**config.mk**
```make
export PLATFORM = sky130hd
export DESIGN_NAME = snd_bus_decode
export DESIGN_NICKNAME = d
export VERILOG_FILES = /design/src/common/snd_pkg.sv /design/src/sound/snd_bus_decode.sv
export VERILOG_INCLUDE_DIRS = /design/src /design/src/common
export SDC_FILE = /design/constraint.sdc
export NUM_CORES = 1
export LEC_CHECK = 0
export BUFFER_PORTS_ARGS = -buffer_cell sky130_fd_sc_hd__buf_2
export CELL_PAD_IN_SITES_DETAIL_PLACEMENT = 1
export CELL_PAD_IN_SITES_GLOBAL_PLACEMENT = 1
export CORE_ASPECT_RATIO = 1.4
export CORE_MARGIN = 2
export CORE_UTILIZATION = 24
export DETAILED_ROUTE_END_ITERATION = 7
export PLACE_DENSITY = 0.87
export SYNTH_ARGS = -nofsm -noshare
export SYNTH_HDL_FRONTEND = slang
export SYNTH_SLANG_ARGS = --single-unit
```
**constraint.sdc**
```tcl
create_clock -name clk -period 1.87 [get_ports clk]
set_input_delay 0.2805 -clock clk [delete_from_list [all_inputs] [get_ports clk]]
set_output_delay 0.2805 -clock clk [all_outputs]
set_load 0.05 [all_outputs]
```
**src/common/snd_consts.svh**
```systemverilog
/*
 * Constants for the sound board: region codes of the sound CPU map,
 * work RAM size, FM busy window and FM timer register numbers.
 * Include wherever a value is needed; the include dir is common/.
 */
`ifndef SND_CONSTS_SVH
`define SND_CONSTS_SVH

// region codes, order follows the memory map
`define SND_REGION_ROM     3'd0   // 8000-FFFF
`define SND_REGION_LATCH   3'd1   // 0000-1FFF
`define SND_REGION_FM      3'd2   // 2000-3FFF
`define SND_REGION_IRQCLR  3'd3   // 4000-5FFF
`define SND_REGION_RAM     3'd4   // 6000-7FFF, aliased every 2 KB

// work RAM
`define SND_RAM_AW         11     // 2 KB

// FM chip busy window after a data write, in cen_fm ticks
`define FM_BUSY_TICKS      32

// FM register numbers
`define FM_REG_TA_HI       8'h10  // timer A bits 9..2
`define FM_REG_TA_LO       8'h11  // timer A bits 1..0
`define FM_REG_TB          8'h12  // timer B, 8 bits
`define FM_REG_CTRL        8'h14  // load/start and flag clear

`endif

```
**src/common/snd_pkg.sv**
```systemverilog
/*
 * Types shared across the sound board: one sound CPU bus cycle,
 * the decoded region and the FM status byte.
 * Modules pull these in with a wildcard import in their header.
 */
`default_nettype none

`include "snd_consts.svh"

package snd_pkg;

    // one sound CPU bus cycle as seen by the board
    typedef struct packed {
        logic [15:0] addr;
        logic        rnw;    // 1 = read
        logic        wr;     // single clock write strobe
        logic [7:0]  wdata;
    } snd_bus_req;

    // memory map regions
    typedef enum logic [2:0] {
        REGION_ROM    = `SND_REGION_ROM,
        REGION_LATCH  = `SND_REGION_LATCH,
        REGION_FM     = `SND_REGION_FM,
        REGION_IRQCLR = `SND_REGION_IRQCLR,
        REGION_RAM    = `SND_REGION_RAM
    } snd_region;

    // FM status byte, msb first
    typedef struct packed {
        logic       busy;    // bit 7, write in progress
        logic [4:0] zero;    // always read as 0
        logic       flag_b;  // bit 1, timer B overflow
        logic       flag_a;  // bit 0, timer A overflow
    } fm_status;

endpackage

`default_nettype wire

```
**src/sound/snd_bus_decode.sv**
```systemverilog
/*
 * Sound CPU address decoder and read multiplexer.
 * Splits the 16-bit bus into ROM, latch, FM, IRQ clear and RAM,
 * qualifies the write strobe per region and returns read data
 * two clocks after the address, 0xFF where nothing answers.
 */
`default_nettype none

module snd_bus_decode import snd_pkg::*; (
    input  wire         clk,
    input  wire         reset,
    input  snd_bus_req  req,
    input  wire  [7:0]  rom_data,
    input  wire  [7:0]  ram_rdata,
    input  wire  [7:0]  latch,
    input  fm_status    fm_stat,
    output logic        rom_cs,
    output logic [14:0] rom_addr,
    output logic        ram_we,
    output logic        fm_we,
    output logic        irq_clr,
    output logic [7:0]  rdata
);

    snd_region region;
    logic      rd_rom, rd_latch, rd_fm, rd_ram;   // read selects, one-hot
    logic      s1_ram;                            // stage 1 holds a RAM read
    logic [7:0] s1_data;                          // stage 1 data, non-RAM

    // region from the top address bits
    always_comb begin
        if (req.addr[15]) begin
            region = REGION_ROM;
        end else begin
            case (req.addr[14:13])
                2'b00:   region = REGION_LATCH;
                2'b01:   region = REGION_FM;
                2'b10:   region = REGION_IRQCLR;
                default: region = REGION_RAM;
            endcase
        end
    end

    assign rom_cs   = req.addr[15];     // plain level, no rnw
    assign rom_addr = req.addr[14:0];

    // write strobes per region
    assign ram_we  = req.wr && !req.rnw && region == REGION_RAM;
    assign fm_we   = req.wr && !req.rnw && region == REGION_FM;
    assign irq_clr = req.wr && !req.rnw && region == REGION_IRQCLR;

    // reads only; IRQCLR has no read port
    assign rd_rom   = req.rnw && region == REGION_ROM;
    assign rd_latch = req.rnw && region == REGION_LATCH;
    assign rd_fm    = req.rnw && region == REGION_FM;
    assign rd_ram   = req.rnw && region == REGION_RAM;

    // stage 1, lines up with the RAM's own read register
    always_ff @(posedge clk) begin
        if (reset) begin
            s1_ram  <= 1'b0;
            s1_data <= 8'hff;
        end else begin
            s1_ram <= rd_ram;
            case (1'b1)
                rd_rom:   s1_data <= rom_data;
                rd_latch: s1_data <= latch;
                rd_fm:    s1_data <= fm_stat;
                default:  s1_data <= 8'hff;   // RAM picked up in stage 2
            endcase
        end
    end

    // stage 2, data to the CPU
    always_ff @(posedge clk) begin
        if (reset) begin
            rdata <= 8'hff;
        end else begin
            rdata <= s1_ram ? ram_rdata : s1_data;
        end
    end

endmodule

`default_nettype wire

```
# --- After elaboration in Yosys (flattened, before gate mapping) ---
# Index checks and enable logic that the tools add are counted.
# W data, S select, Z words.
totals:
  register_bits: 17
  latchBits: 0
  ramBits: 0
  mem_bits_ro: 0
  input_bits: 60
  out_inout_bits: 27
  word_cells: 26
  mem_count: 0
classes:
  add_sub_neg: 0
  multipliers: 0
  div_mod_pow: 0
  magnitude_cmp: 0
  eq_ne: 6
  shifts: 0
  mux: 6
  bitwise_logic: 0
  reduce_logical: 11
ops:
  columns: ["cell", "count"]
  rows:
  - ["$mux W8", 4]
  - ["$pmux W3 S3", 1]
  - ["$logic_and A1 B1 Y1", 8]
  - ["$eq A3 B2 Y1 const B", 2]
  - ["$eq A3 B1 Y1 const B", 1]
  - ["$eq A3 B3 Y1 const B", 1]
  - ["$logic_not A3 Y1", 1]
  - ["$mux W3", 1]
  - ["$eq A2 B1 Y1 const B", 1]
  - ["$eq A2 B2 Y1 const B", 1]
  - ["$logic_not A2 Y1", 1]
  - ["$logic_not A1 Y1", 1]

# --- Longest topological paths before layout ---
logic_depth:
  word_depth: 8
  ltp_mapped: 7
  depth_no_buf: 5

# --- Least setup slack after synthesis ---
# No wires, ideal clock.
synth_path:
  kind: "input-to-output"
  from: "input req[23] (netlist bit)"
  to: "output fm_we"
  arrival_ns: 1.668
  required_time_ns: 1.590
  slack_ns: -0.079
  stages: 5
  path_buffers: 1
  path_cell_list: "inv_1 > ha_1 > clkbuf_1 > nand4b_1 > nor2_1"
synth_via:
  elab_chain_len: 5
  elab_cells_between_ends: 7
  cone_classes: "eq/ne (3); mux (2); reduce/logical (2)"
synth_lines:
  columns: ["item", "line_no", "source"]
  rows:
  - ["start: declaration", "snd_bus_decode.sv:12", "input snd_bus_req req,"]
  - ["$eq A2 B2 Y1, or another cell as far along", "snd_bus_decode.sv:35", "case (req.addr[14:13])"]
  - ["$pmux W3 S3 (*)", "snd_bus_decode.sv:35", null]
  - ["$mux W3 (*)", "snd_bus_decode.sv:32", "if (req.addr[15]) begin"]
  - ["$eq A3 B2 Y1 (*)", "snd_bus_decode.sv:49", "assign fm_we = req.wr && !req.rnw && region == REGION_FM;"]
  - ["$logic_and A1 B1 Y1 (*)", "snd_bus_decode.sv:49", null]
  - ["end: declaration", "snd_bus_decode.sv:20", "output logic fm_we,"]
# Every way passes the cells marked *; elsewhere a longest branch is shown, timed or not.

# --- Worst setup path in the final report ---
# Ends and elaborated chain as after synthesis.

==> reports/metrics.cfg <==
[run_status]
outcome=complete, no violations

[floorplan]
die_area_um2=4611
die_w_um=57.97
die_y_um=79.55
coreArea_um2=3919
ios=87
std_cell_rows=27
start_util_pct=24.97

[timing]
finalHoldViolCount=0
hold_slack_ns=0.2325
max_freq_mhz=575.2
setup_viol=0
worst_pin_slew_ns=0.5621
fin_crit_sh_pct=92.96
slew_viol_final=0
skew_ns=0.002242
setup_slack_ns=0.1316
fin_crit_ns=1.738
rsz0062_at_grt=no
slew-limit-headroom_pct=62.45

[yosys]
synth_top_area_share_pct=34.78
yosys.area_share.simple_pct=22.12
yosysSeqAreaShare_pct=34.78
yosys_most_used_dff=dfxtp_1
synth_fa_ha_area_share_pct=3.836
synth_cell_types=21
synth_seq_cells=17
synth_top_family_by_area=simple AND/OR/NAND/NOR gates
synth_edf_count=0
synthTopCellsByArea=dfxtp_1 35%, buf_4 12%, a221o_1 8.2%
netlist_area_um2=978.4
synth.net_count=172
synth_compound_area_share_pct=20.46
yosysWarnings=0
synth_xor_area_share_pct=0
postSynthCellCount=109
synth_async_sr_flop_share_pct=0
avgSynthCellArea_um2=8.976
muxShareOfSynthArea_pct=0
synth_top_area_cell=dfxtp_1

[worst_setup_path]
regToRegSetupSlack_ns=0.74
path_max_fanout=10
worstPathArrival_ns=1.46
worstPathRequired_ns=1.59
crit_type=input pin to primary output
startpoint_type=input pin
critPathCaptureType=primary output

[detailed_routing]
routed_wirelength_mm=2.499
dr.first_iter.drc_count=19
avgViaCountPerCell=4.769
drc=0
dr.pass1.iters=4
vias=887
wl_per_cell_um=13.44
postRouteAntennaNets=0

[cts]
cts_sinks=17
clock_latency_ns=0.25
post_cts_buffers=0
ctsLongestPathBuffers=2
cts_tree=yes
hold_buffers=0
h-tree-depth=1
cts_root_buf=clkbuf_8
cts_resized=0
clk_pin_slew_worst_paths_ns=0.07
cts_buffers=3

[grt]
track_usage_pct=10.99
grt_overflow=0
grt_pass1_wl_mm=3.967
antenna_found_initial=0
grt_pass1_vias=941
grt_max_degree=18

[placed_design]
hpwl_mm=2.033
post-place-ws_ns=-0.02100
place_area_um2=1149
gp_congestion=0.6785
numPortBuffers=52

[worst_hold_path]
hp-class=input pin to flip-flop

[final_layout]
syn_to_final_growth_pct=22.12
drive_gt1_share_pct=42.66
n_antenna_cell=0
nets=207
design_area_um2=1195

[pwr]
p_per_area_nw_per_um2=695.9
power_leakage_uw=0.0005119
ir_drop_mv=0.3219

[run]
maxCapViolCount=0

final timing paths:
| kind | from | to | cells past startpoint |
|---|---|---|---|
| worst min register to register | s1_data[3]$_SDFF_PP1_ | rdata[3]$_SDFF_PP1_ | 2 |
| worst min-delay path | ram_rdata[6] | rdata[6]$_SDFF_PP1_ | 2 |
| worst max register to register | s1_ram$_SDFF_PP0_ | rdata[5]$_SDFF_PP1_ | 2 |
| worst max-delay path | req[23] | fm_we | 7 |
synthesized netlist by cell type, drive strengths merged (2+ instances only):
cell    count
inv         2
or3         8
nor3        8
nor2b       9
clkbuf      8
a31oi       8
ha          3
a211o       8
buf        18
dfxtp      17
nor2        5
a221o       8
through the flow:
step	cells	total power [uW]	TNS, ns	utilization (%)
final	186	831.5	0	30.49
after global routing	186	879.0	0	30.49
after CTS	186	846.8	0	30.49
after detailed placement	182	573.0	-0.09135	29.31
after global placement	182	567.0	0	29.31
after floorplan	109	586.7	-0.1575	-
cell usage in the layout, fill, tap and decap left out, drive strengths merged:
master,synthesis,routed
nand2,1,1
nand4b,1,1
a211o,8,8
a31oi,8,8
nor2,5,5
nand4bb,1,1
nand3b,1,1
buf,18,56
ha,3,3
a221o,8,8
clkinv,0,1
nor3b,1,1
dfxtp,17,17
clkbuf,8,3
inv,2,2
and2,1,1
or2,1,1
nor3,8,8
or3,8,8
nor2b,9,9
power breakdown:
group          total (uW)  internal (uW)  switching, uW
logic                 181           74.4            107
registers             381            378           3.68
clock network         269            148            122
logic make-up after synthesis:
| family | after synthesis |
|---|---|
| and+or+nand+nor | 37 |
| DFF | 17 |
| adders and majority gates | 3 |
| AOI/OAI and AO/OA | 24 |
| buffers and inverters | 28 |
critical path: stages:
cell and delay, ns:
buf_2 0.10, buf_4 0.13, ha_1 0.20, buf_4 0.17, nand4b_1 0.19, nor2_1 0.12, buf_2 0.28
flip-flops by register name (all words and copies together) (netlist names):
name,flops
s1_ram,1
s1_data,8
rdata,8
metal layers:
metal  track usage (%)  vias up  wire length [um]  part of all wire (%)
met4             6.279        0                56                   2.2
li1                  -      446                 -                     -
met1             9.843      396               916                    37
met5                 0        -                 0                     0
met3             1.783        7               176                   7.0
met2             22.05       38              1350                    54
layout make-up:
| cell class | instances | area [um2] |
|---|---|---|
| Timing Repair Buffer | 56 | 290.3 |
| Multi-Input combinational cell | 64 | 456.7 |
| Tap cell | 43 | 53.80 |
| Fill cell | 493 | 2724 |
| Clock buffer | 3 | 41.29 |
| Clock inverter | 1 | 5.005 |
| Inverter | 2 | 7.507 |
| Sequential cell | 17 | 340.3 |
Power figures use the tool's default switching activity.
