===== config.mk =====
export PLATFORM = sky130hd
export DESIGN_NAME = fm_regs
export DESIGN_NICKNAME = d
export VERILOG_FILES = /design/src/common/snd_pkg.sv /design/src/fm/fm_regs.sv
export VERILOG_INCLUDE_DIRS = /design/src /design/src/common
export SDC_FILE = /design/constraint.sdc
export NUM_CORES = 1
export LEC_CHECK = 0
export ABC_AREA = 1
export BUFFER_PORTS_ARGS = -buffer_cell sky130_fd_sc_hd__buf_2
export CAP_MARGIN = 10
export CORE_ASPECT_RATIO = 0.7
export CORE_UTILIZATION = 53
export CTS_CLUSTER_DIAMETER = 120
export CTS_CLUSTER_SIZE = 24
export DETAILED_ROUTE_END_ITERATION = 7
export PLACE_DENSITY = 0.71
export SLEW_MARGIN = 10
export SYNTH_ARGS = -nofsm -noshare
export SYNTH_HDL_FRONTEND = slang
export SYNTH_SLANG_ARGS = --single-unit

===== constraint.sdc =====
create_clock -name clk -period 2.3 [get_ports clk]
set_input_delay 0.345 -clock clk [delete_from_list [all_inputs] [get_ports clk]]
set_output_delay 0.345 -clock clk [all_outputs]
set_load 0.05 [all_outputs]

===== src/common/snd_consts.svh =====
/*
 * Constants for the sound board: region codes of the sound CPU map,
 * work RAM size, FM busy window and FM timer register numbers.
 * Include wherever a value is needed; the include dir is common/.
 */
`ifndef SND_CONSTS_SVH
`define SND_CONSTS_SVH

// region codes, order follows the memory map
`define SND_REGION_ROM     3'd0   // 8000-FFFF
`define SND_REGION_LATCH   3'd1   // 0000-1FFF
`define SND_REGION_FM      3'd2   // 2000-3FFF
`define SND_REGION_IRQCLR  3'd3   // 4000-5FFF
`define SND_REGION_RAM     3'd4   // 6000-7FFF, aliased every 2 KB

// work RAM
`define SND_RAM_AW         11     // 2 KB

// FM chip busy window after a data write, in cen_fm ticks
`define FM_BUSY_TICKS      32

// FM register numbers
`define FM_REG_TA_HI       8'h10  // timer A bits 9..2
`define FM_REG_TA_LO       8'h11  // timer A bits 1..0
`define FM_REG_TB          8'h12  // timer B, 8 bits
`define FM_REG_CTRL        8'h14  // load/start and flag clear

`endif


===== src/common/snd_pkg.sv =====
/*
 * Types shared across the sound board: one sound CPU bus cycle,
 * the decoded region and the FM status byte.
 * Modules pull these in with a wildcard import in their header.
 */
`default_nettype none

`include "snd_consts.svh"

package snd_pkg;

    // one sound CPU bus cycle as seen by the board
    typedef struct packed {
        logic [15:0] addr;
        logic        rnw;    // 1 = read
        logic        wr;     // single clock write strobe
        logic [7:0]  wdata;
    } snd_bus_req;

    // memory map regions
    typedef enum logic [2:0] {
        REGION_ROM    = `SND_REGION_ROM,
        REGION_LATCH  = `SND_REGION_LATCH,
        REGION_FM     = `SND_REGION_FM,
        REGION_IRQCLR = `SND_REGION_IRQCLR,
        REGION_RAM    = `SND_REGION_RAM
    } snd_region;

    // FM status byte, msb first
    typedef struct packed {
        logic       busy;    // bit 7, write in progress
        logic [4:0] zero;    // always read as 0
        logic       flag_b;  // bit 1, timer B overflow
        logic       flag_a;  // bit 0, timer A overflow
    } fm_status;

endpackage

`default_nettype wire


===== src/fm/fm_regs.sv =====
/*
 * Register side of the FM chip.
 * Address and data writes, a 10-bit timer A and an 8-bit timer B with
 * a divide-by-16 prescaler, overflow flags and the busy window.
 * Timers and busy count only on cen_fm; status is read by the CPU.
 */
`default_nettype none

`include "snd_consts.svh"

module fm_regs import snd_pkg::*; (
    input  wire        clk,
    input  wire        reset,
    input  wire        cen_fm,   // timer tick
    input  wire        we,       // FM region write strobe
    input  wire        a0,       // 0 = register number, 1 = data
    input  wire  [7:0] wdata,
    output fm_status   status
);

    localparam int BUSY_W = $clog2(`FM_BUSY_TICKS + 1);

    logic [7:0]        sel;        // selected register number
    logic              addr_wr;
    logic              data_wr;
    logic              ctrl_wr;

    // timer A
    logic [9:0]        ta_val;     // reload value
    logic [9:0]        ta_cnt;
    logic              ta_run;
    logic              ta_ovf;

    // timer B
    logic [7:0]        tb_val;
    logic [7:0]        tb_cnt;
    logic [3:0]        tb_pre;     // /16 prescaler
    logic              tb_run;
    logic              tb_step;    // prescaler wraps this tick
    logic              tb_ovf;

    logic              flag_a;
    logic              flag_b;
    logic              busy;
    logic [BUSY_W-1:0] busy_cnt;   // ticks left in busy window

    assign addr_wr = we && !a0;
    assign data_wr = we && a0;
    assign ctrl_wr = data_wr && sel == `FM_REG_CTRL;

    // counters run up and wrap at all ones
    assign ta_ovf  = cen_fm && ta_run && ta_cnt == 10'h3ff;
    assign tb_step = cen_fm && tb_run && tb_pre == 4'hf;
    assign tb_ovf  = tb_step && tb_cnt == 8'hff;

    // register number
    always_ff @(posedge clk) begin
        if (reset) begin
            sel <= 8'h00;
        end else if (addr_wr) begin
            sel <= wdata;
        end
    end

    // timer values
    always_ff @(posedge clk) begin
        if (reset) begin
            ta_val <= 10'd0;
            tb_val <= 8'd0;
        end else if (data_wr) begin
            case (sel)
                `FM_REG_TA_HI: ta_val[9:2] <= wdata;
                `FM_REG_TA_LO: ta_val[1:0] <= wdata[1:0];
                `FM_REG_TB:    tb_val      <= wdata;
                default: ;                 // other registers not modelled
            endcase
        end
    end

    // timer A, control bit 0 loads and starts
    always_ff @(posedge clk) begin
        if (reset) begin
            ta_run <= 1'b0;
            ta_cnt <= 10'd0;
        end else if (ctrl_wr) begin
            ta_run <= wdata[0];            // bit 0 low stops it
            if (wdata[0]) begin
                ta_cnt <= ta_val;
            end
        end else if (cen_fm && ta_run) begin
            ta_cnt <= ta_ovf ? ta_val : ta_cnt + 10'd1;   // reload on wrap
        end
    end

    // timer B, control bit 1, steps once per 16 ticks
    always_ff @(posedge clk) begin
        if (reset) begin
            tb_run <= 1'b0;
            tb_cnt <= 8'd0;
            tb_pre <= 4'd0;
        end else if (ctrl_wr) begin
            tb_run <= wdata[1];
            if (wdata[1]) begin
                tb_cnt <= tb_val;
                tb_pre <= 4'd0;            // full first period
            end
        end else if (cen_fm && tb_run) begin
            tb_pre <= tb_pre + 4'd1;
            if (tb_step) begin
                tb_cnt <= tb_ovf ? tb_val : tb_cnt + 8'd1;
            end
        end
    end

    // overflow flags, clear by control bits 4 and 5 wins
    always_ff @(posedge clk) begin
        if (reset) begin
            flag_a <= 1'b0;
            flag_b <= 1'b0;
        end else begin
            if (ta_ovf) begin
                flag_a <= 1'b1;
            end
            if (tb_ovf) begin
                flag_b <= 1'b1;
            end
            if (ctrl_wr && wdata[4]) begin
                flag_a <= 1'b0;
            end
            if (ctrl_wr && wdata[5]) begin
                flag_b <= 1'b0;
            end
        end
    end

    // busy window after each data write
    always_ff @(posedge clk) begin
        if (reset) begin
            busy     <= 1'b0;
            busy_cnt <= '0;
        end else if (data_wr) begin
            busy     <= 1'b1;              // restarts if already busy
            busy_cnt <= BUSY_W'(`FM_BUSY_TICKS);
        end else if (busy && cen_fm) begin
            busy_cnt <= busy_cnt - 1'b1;
            if (busy_cnt == BUSY_W'(1)) begin
                busy <= 1'b0;              // last tick of the window
            end
        end
    end

    always_comb begin
        status        = '0;
        status.busy   = busy;
        status.flag_b = flag_b;
        status.flag_a = flag_a;
    end

endmodule

`default_nettype wire


After elaboration in Yosys (flattened, before gate mapping)
Cells that the tools add are included.

Register bits after elaboration: 59. Bits of input ports: 13. Output and inout port bits: 8. Word-level logic and storage cells: 72.

Add/sub/neg operators: 4. Eq/ne operators: 10. Muxes and demuxes: 17. Reduce and logical (&&, ||, !) cells: 27.

Operators by type and width (number): $mux 10 (4); $mux 8 (5); $eq 8x5->1 const B (4); $mux 4 (3); $mux 6 (2); $reduce_and 2->1 (6); $logic_and 1x1->1 (11); $add 10x1->10 const B (1); $eq 10x10->1 const B (1); $reduce_bool 2->1 (5); $add 8x1->8 const B (1); $eq 8x8->1 const B (1); $eq 6x1->1 const B (1); $reduce_or 2->1 (3); $sub 6x1->6 const B (1); $add 4x1->4 const B (1); $eq 4x4->1 const B (1); $ne 2x2->1 const B (2); $mux 1 (3); $reduce_and 3->1 (1); $logic_not 1->1 (1).

Depth between registers and ports, before layout
Depth in word-level cells: 7. Mapped depth: 11. Depth with buffers taken out: 11.

Worst setup path after synthesis
Ideal clock, no wire load.

Path type: flip-flop to flip-flop. From: register tb_cnt[0]. To: register tb_cnt[3]. Setup time: 113 ps. Arrival: 1285 ps. Data required time: 2187 ps. Slack: 902 ps. Cell stages (with the launch flop): 9. Buffers on the path: 0. Period minus slack after synthesis: 1398 ps. Path through: dfxtp_1 -> ha_1 -> nand2_2 -> nor2_4 -> nand3_4 -> nand2_1 -> o21ai_0 -> nor2_1 -> nor2_1.

Word-level cells in the longest chain between the ends: 6. Elaborated cells between the ends (all ways): 7. Those cells by class: 1 x add/sub; 1 x eq/ne; 4 x mux; 1 x reduce/logical.

Ends and longest elaborated chain: from (decl) (RTL line fm_regs.sv:36) `logic [7:0] tb_cnt;`; from (signal assigned) (RTL line fm_regs.sv:104) `tb_cnt <= tb_val;`; from (signal assigned) (RTL line fm_regs.sv:110) `tb_cnt <= tb_ovf ? tb_val : tb_cnt + 8'd1;`; branches (longest 2 deep; another with $add 8x1->8); $mux 8 * (RTL line fm_regs.sv:110); $mux 8 * (RTL line fm_regs.sv:109) `if (tb_step) begin`; $mux 8 * (RTL line fm_regs.sv:107) `end else if (cen_fm && tb_run) begin`; $mux 8 * (RTL line fm_regs.sv:101) `end else if (ctrl_wr) begin`.

Every way passes the cells marked *. The select of a mux whose other input is x is not followed. A chain may end at the register's enable or synchronous reset.

Worst setup path after layout
From: register ta_cnt[0]. To: register ta_cnt[5].

Word-level cells in the longest chain between the ends: 5. Elaborated cells between the ends (all ways): 6. Those cells by class: 1 x add/sub; 1 x eq/ne; 3 x mux; 1 x reduce/logical.

Ends and longest elaborated chain: from (decl) (RTL line fm_regs.sv:30) `logic [9:0] ta_cnt;`; from (signal assigned) (RTL line fm_regs.sv:88) `ta_cnt <= ta_val;`; from (signal assigned) (RTL line fm_regs.sv:91) `ta_cnt <= ta_ovf ? ta_val : ta_cnt + 10'd1;`; branches (longest 2 deep; another with $add 10x1->10); $mux 10 * (RTL line fm_regs.sv:91); $mux 10 * (RTL line fm_regs.sv:90) `end else if (cen_fm && ta_run) begin`; $mux 10 * (RTL line fm_regs.sv:85) `end else if (ctrl_wr) begin`.

Marked as above.

==> key figures <==
Critical path
  • Critical R2R Launch: ta_cnt[0]
  • Worst path arrival time: 1.92 ns
  • Setup CP Type: flop to flop
  • FF-to-FF End: ta_cnt[5]
  • Worst Reg-to-Reg Cells: 10
  • Worst Path Max Fanout: 11
  • WP data required: 2.58 ns
  • R2R Setup Slk: 0.67 ns
  • CP Launch Type: flop
  • Critical Path End Type: flop

Pwr
  • VDD IR max: 0.3715 mV
  • Leak: 0.001423 µW
  • Net Sw Frac: 26.13%
  • Gate power share: 7.2%
  • Psw: 525.6 µW
  • PwrDens: 595.3 mW/mm²
  • Register share of total power: 52.4%
  • Clock power frac: 40.4%
  • Final Power: 2012 µW
  • Pint: 1486 µW

Die
  • Core ar.: 0.005727 mm²
  • FP Rows: 23
  • Initial Util: 55.06%
  • Die area: 0.006266 mm²
  • Die Wd: 94.19 µm
  • Chip Height: 66.53 µm
  • Ports: 21

Finish
  • Area grow syn2layout: 7.183%
  • Nets@finish: 474
  • Utilization after layout: 59.01%
  • Post-Layout Cell Count: 535
  • Diodes inserted: 0
  • Layout cells sized above 1: 14.78%

Clock tree
  • CTS tree: yes
  • H-tree depth: 3
  • Post CTS Setup Buffer Count: 0
  • Clock root buffer: clkbuf_8
  • Worst-path clk slew: 0.07 ns
  • CTS buffer count: 9
  • Hold-fix buffers, CTS: 0
  • Worst-Skew Late Latency: 0.34 ns
  • Post-CTS Resized: 0
  • Sink Count: 59
  • Clock Tree Buf Depth: 2

GRT
  • Pin count of the biggest net entering global routing: 18
  • Gr usage total: 24.74%
  • Initial antenna violation count: 0
  • Remaining Overflow, GRT: 0
  • Vias in the first global route: 2,508
  • First-pass GRT wire length: 11,760 µm

Synthesis
  • Combinational family with the most area after synthesis: simple AND/OR/NAND/NOR gates
  • Synth warn: 0
  • Fraction of the mapped netlist area in compound gates: 16.35%
  • Synth Register Bits: 59
  • Mux cell area share after synthesis: 0%
  • Register area share after synthesis: 37.46%
  • Top FF cell, synth: dfxtp_1
  • Post-Synth Simple-Gate Area: 30.71%
  • Largest cells by area after synthesis: dfxtp_1, nand2_1, a21oi_1
  • Syn_area_per_cell: 7.101 µm²
  • Synth Instances: 444
  • Post-synth top cells: nand2_1, dfxtp_1, inv_1
  • Ys async rst share: 0%
  • Adder-Cell Fraction of Synth Area: 1.984%
  • XOR/XNOR Fraction of Synth Area: 1.944%
  • Synth area leader: dfxtp_1
  • Mapped cell area: 0.003153 mm²
  • Synth top area share: 37.46%
  • Most frequent cell after synthesis: nand2_1
  • Yosys cell types: 35
  • EDFF count, synth: 0

Status
  • Status: complete, no violations

STA
  • Fin crit share: 71.05%
  • Clk_skew: 0.008785 ns
  • Fmax: 611.9 MHz
  • Setup TNS: 0 ns
  • Final setup violation count: 0
  • Final Critical Period: 1.634 ns
  • Setup ws final: 0.6658 ns
  • Final Hold Viols: 0
  • Final Max Tran Viols: 0
  • RSZ-0062 raised after global routing: no

Routing
  • Detailed Route WL: 6877 µm
  • Post-route ant nets: 0
  • First-pass DRT Iterations: 4
  • Iter 0 DRT Violations: 194
  • Vias: 2,756
  • Routed WL per cell: 12.85 µm
  • Residual DRC: 0
  • Vias per std cell: 5.151

Min path
  • Hold Path Class: input port to flop
  • Hold path endpoint: flag_a
  • Hold path start: wdata[4]
  • Hold path depth: 2

Placement
  • GP Congestion: 0.8817
  • Port buffer count: 15
  • Dpl cells: 520
  • Setup WS pre-CTS: 0.6835 ns
  • DP HPWL: 5079 µm

Flow run
  • Max-cap violations: 0
stage by stage:
step | instance area [µm²] | hold slack (ns)
2_1_floorplan | 3168 | 0.4235
3_3_place_gp | 3212 | 0.4393
3_5_place_dp | 3212 | 0.4466
4_1_cts | 3379 | 0.2451
5_1_grt | 3379 | 0.2399
6_report | 3379 | 0.2655
logic make-up (layout without fill, tap and decap cells):
logic type | after synthesis | in the layout
other | 1 | 5
xor gates and xnor gates | 7 | 7
adders and majority gates | 5 | 5
DFF | 59 | 59
and+or+nand+nor | 196 | 196
buffers and inverters | 77 | 89
AOI/OAI and AO/OA | 99 | 99
worst max-delay path: stages (launching register included):
cell     delay, ns
dfxtp_1       0.37
ha_1          0.20
nand2_1       0.10
nor2_2        0.17
nand2_2       0.10
nor2_2        0.12
nor2_1        0.06
buf_4         0.17
nor2_1        0.13
nor2_1        0.07
nor2_1        0.09
placed cells by master, fill, tap and decap left out, types with 2 or more instances in the layout:
master / instances
nand3_2: 6
conb_1: 5
nand3_1: 23
nand3_4: 2
nor2_4: 4
clkinvlp_4: 2
clkinv_2: 3
nand4_1: 5
inv_2: 3
ha_1: 5
nor2_2: 4
clkbuf_8: 10
nor2_1: 44
nand2_4: 5
xor2_1: 3
buf_2: 15
nor3_1: 3
inv_1: 52
a21oi_1: 47
a211oi_1: 2
xnor2_1: 4
nand2_1: 87
nand3b_1: 5
dfxtp_1: 59
o21ai_0: 38
a21oi_2: 2
o21ai_1: 7
buf_4: 3
nand2_2: 6
layer usage:
metal | wire length, µm | track usage, %
met5 | 0 | 0
met4 | 65 | 7.500
met3 | 478 | 7.192
met2 | 2883 | 36.23
met1 | 3450 | 34.73
state kept, by name, summed over array words and instances (netlist names):
register	flops
tb_run	1
tb_cnt	8
ta_run	1
tb_val	8
ta_val	10
tb_pre	4
sel	8
ta_cnt	10
busy	1
flag_b	1
busy_cnt	6
flag_a	1
how the worst max path moves through the flow:
stage               startpoint   endpoint
finish               ta_cnt[0]  ta_cnt[5]
global route         ta_cnt[0]  ta_cnt[4]
CTS                  ta_cnt[0]  ta_cnt[5]
detailed placement   ta_cnt[0]  ta_cnt[4]
global placement     ta_cnt[0]  ta_cnt[4]
floorplan            tb_cnt[0]  tb_cnt[3]
area by class of cell:
class,instances,area (µm²)
fillers,531,2347
repair buffers,18,97.59
flip-flops and latches,59,1181
clock buffers,10,137.6
clock inverters,5,30.03
well taps,75,93.84
inverters,56,212.7
multi-input cells,312,1627
power by group through the flow:
| stage | logic (µW) | registers, µW | clock network (µW) |
|---|---|---|---|
| 5_1_grt | 163 | 1060 | 878 |
| 6_report | 144 | 1050 | 813 |
| 2_1_floorplan | 111 | 1070 | 0 |
| 3_5_place_dp | 143 | 1080 | 0 |
| 3_3_place_gp | 141 | 1080 | 0 |
| 4_1_cts | 144 | 1050 | 834 |
Note: power is estimated with default switching activity, not from simulation.
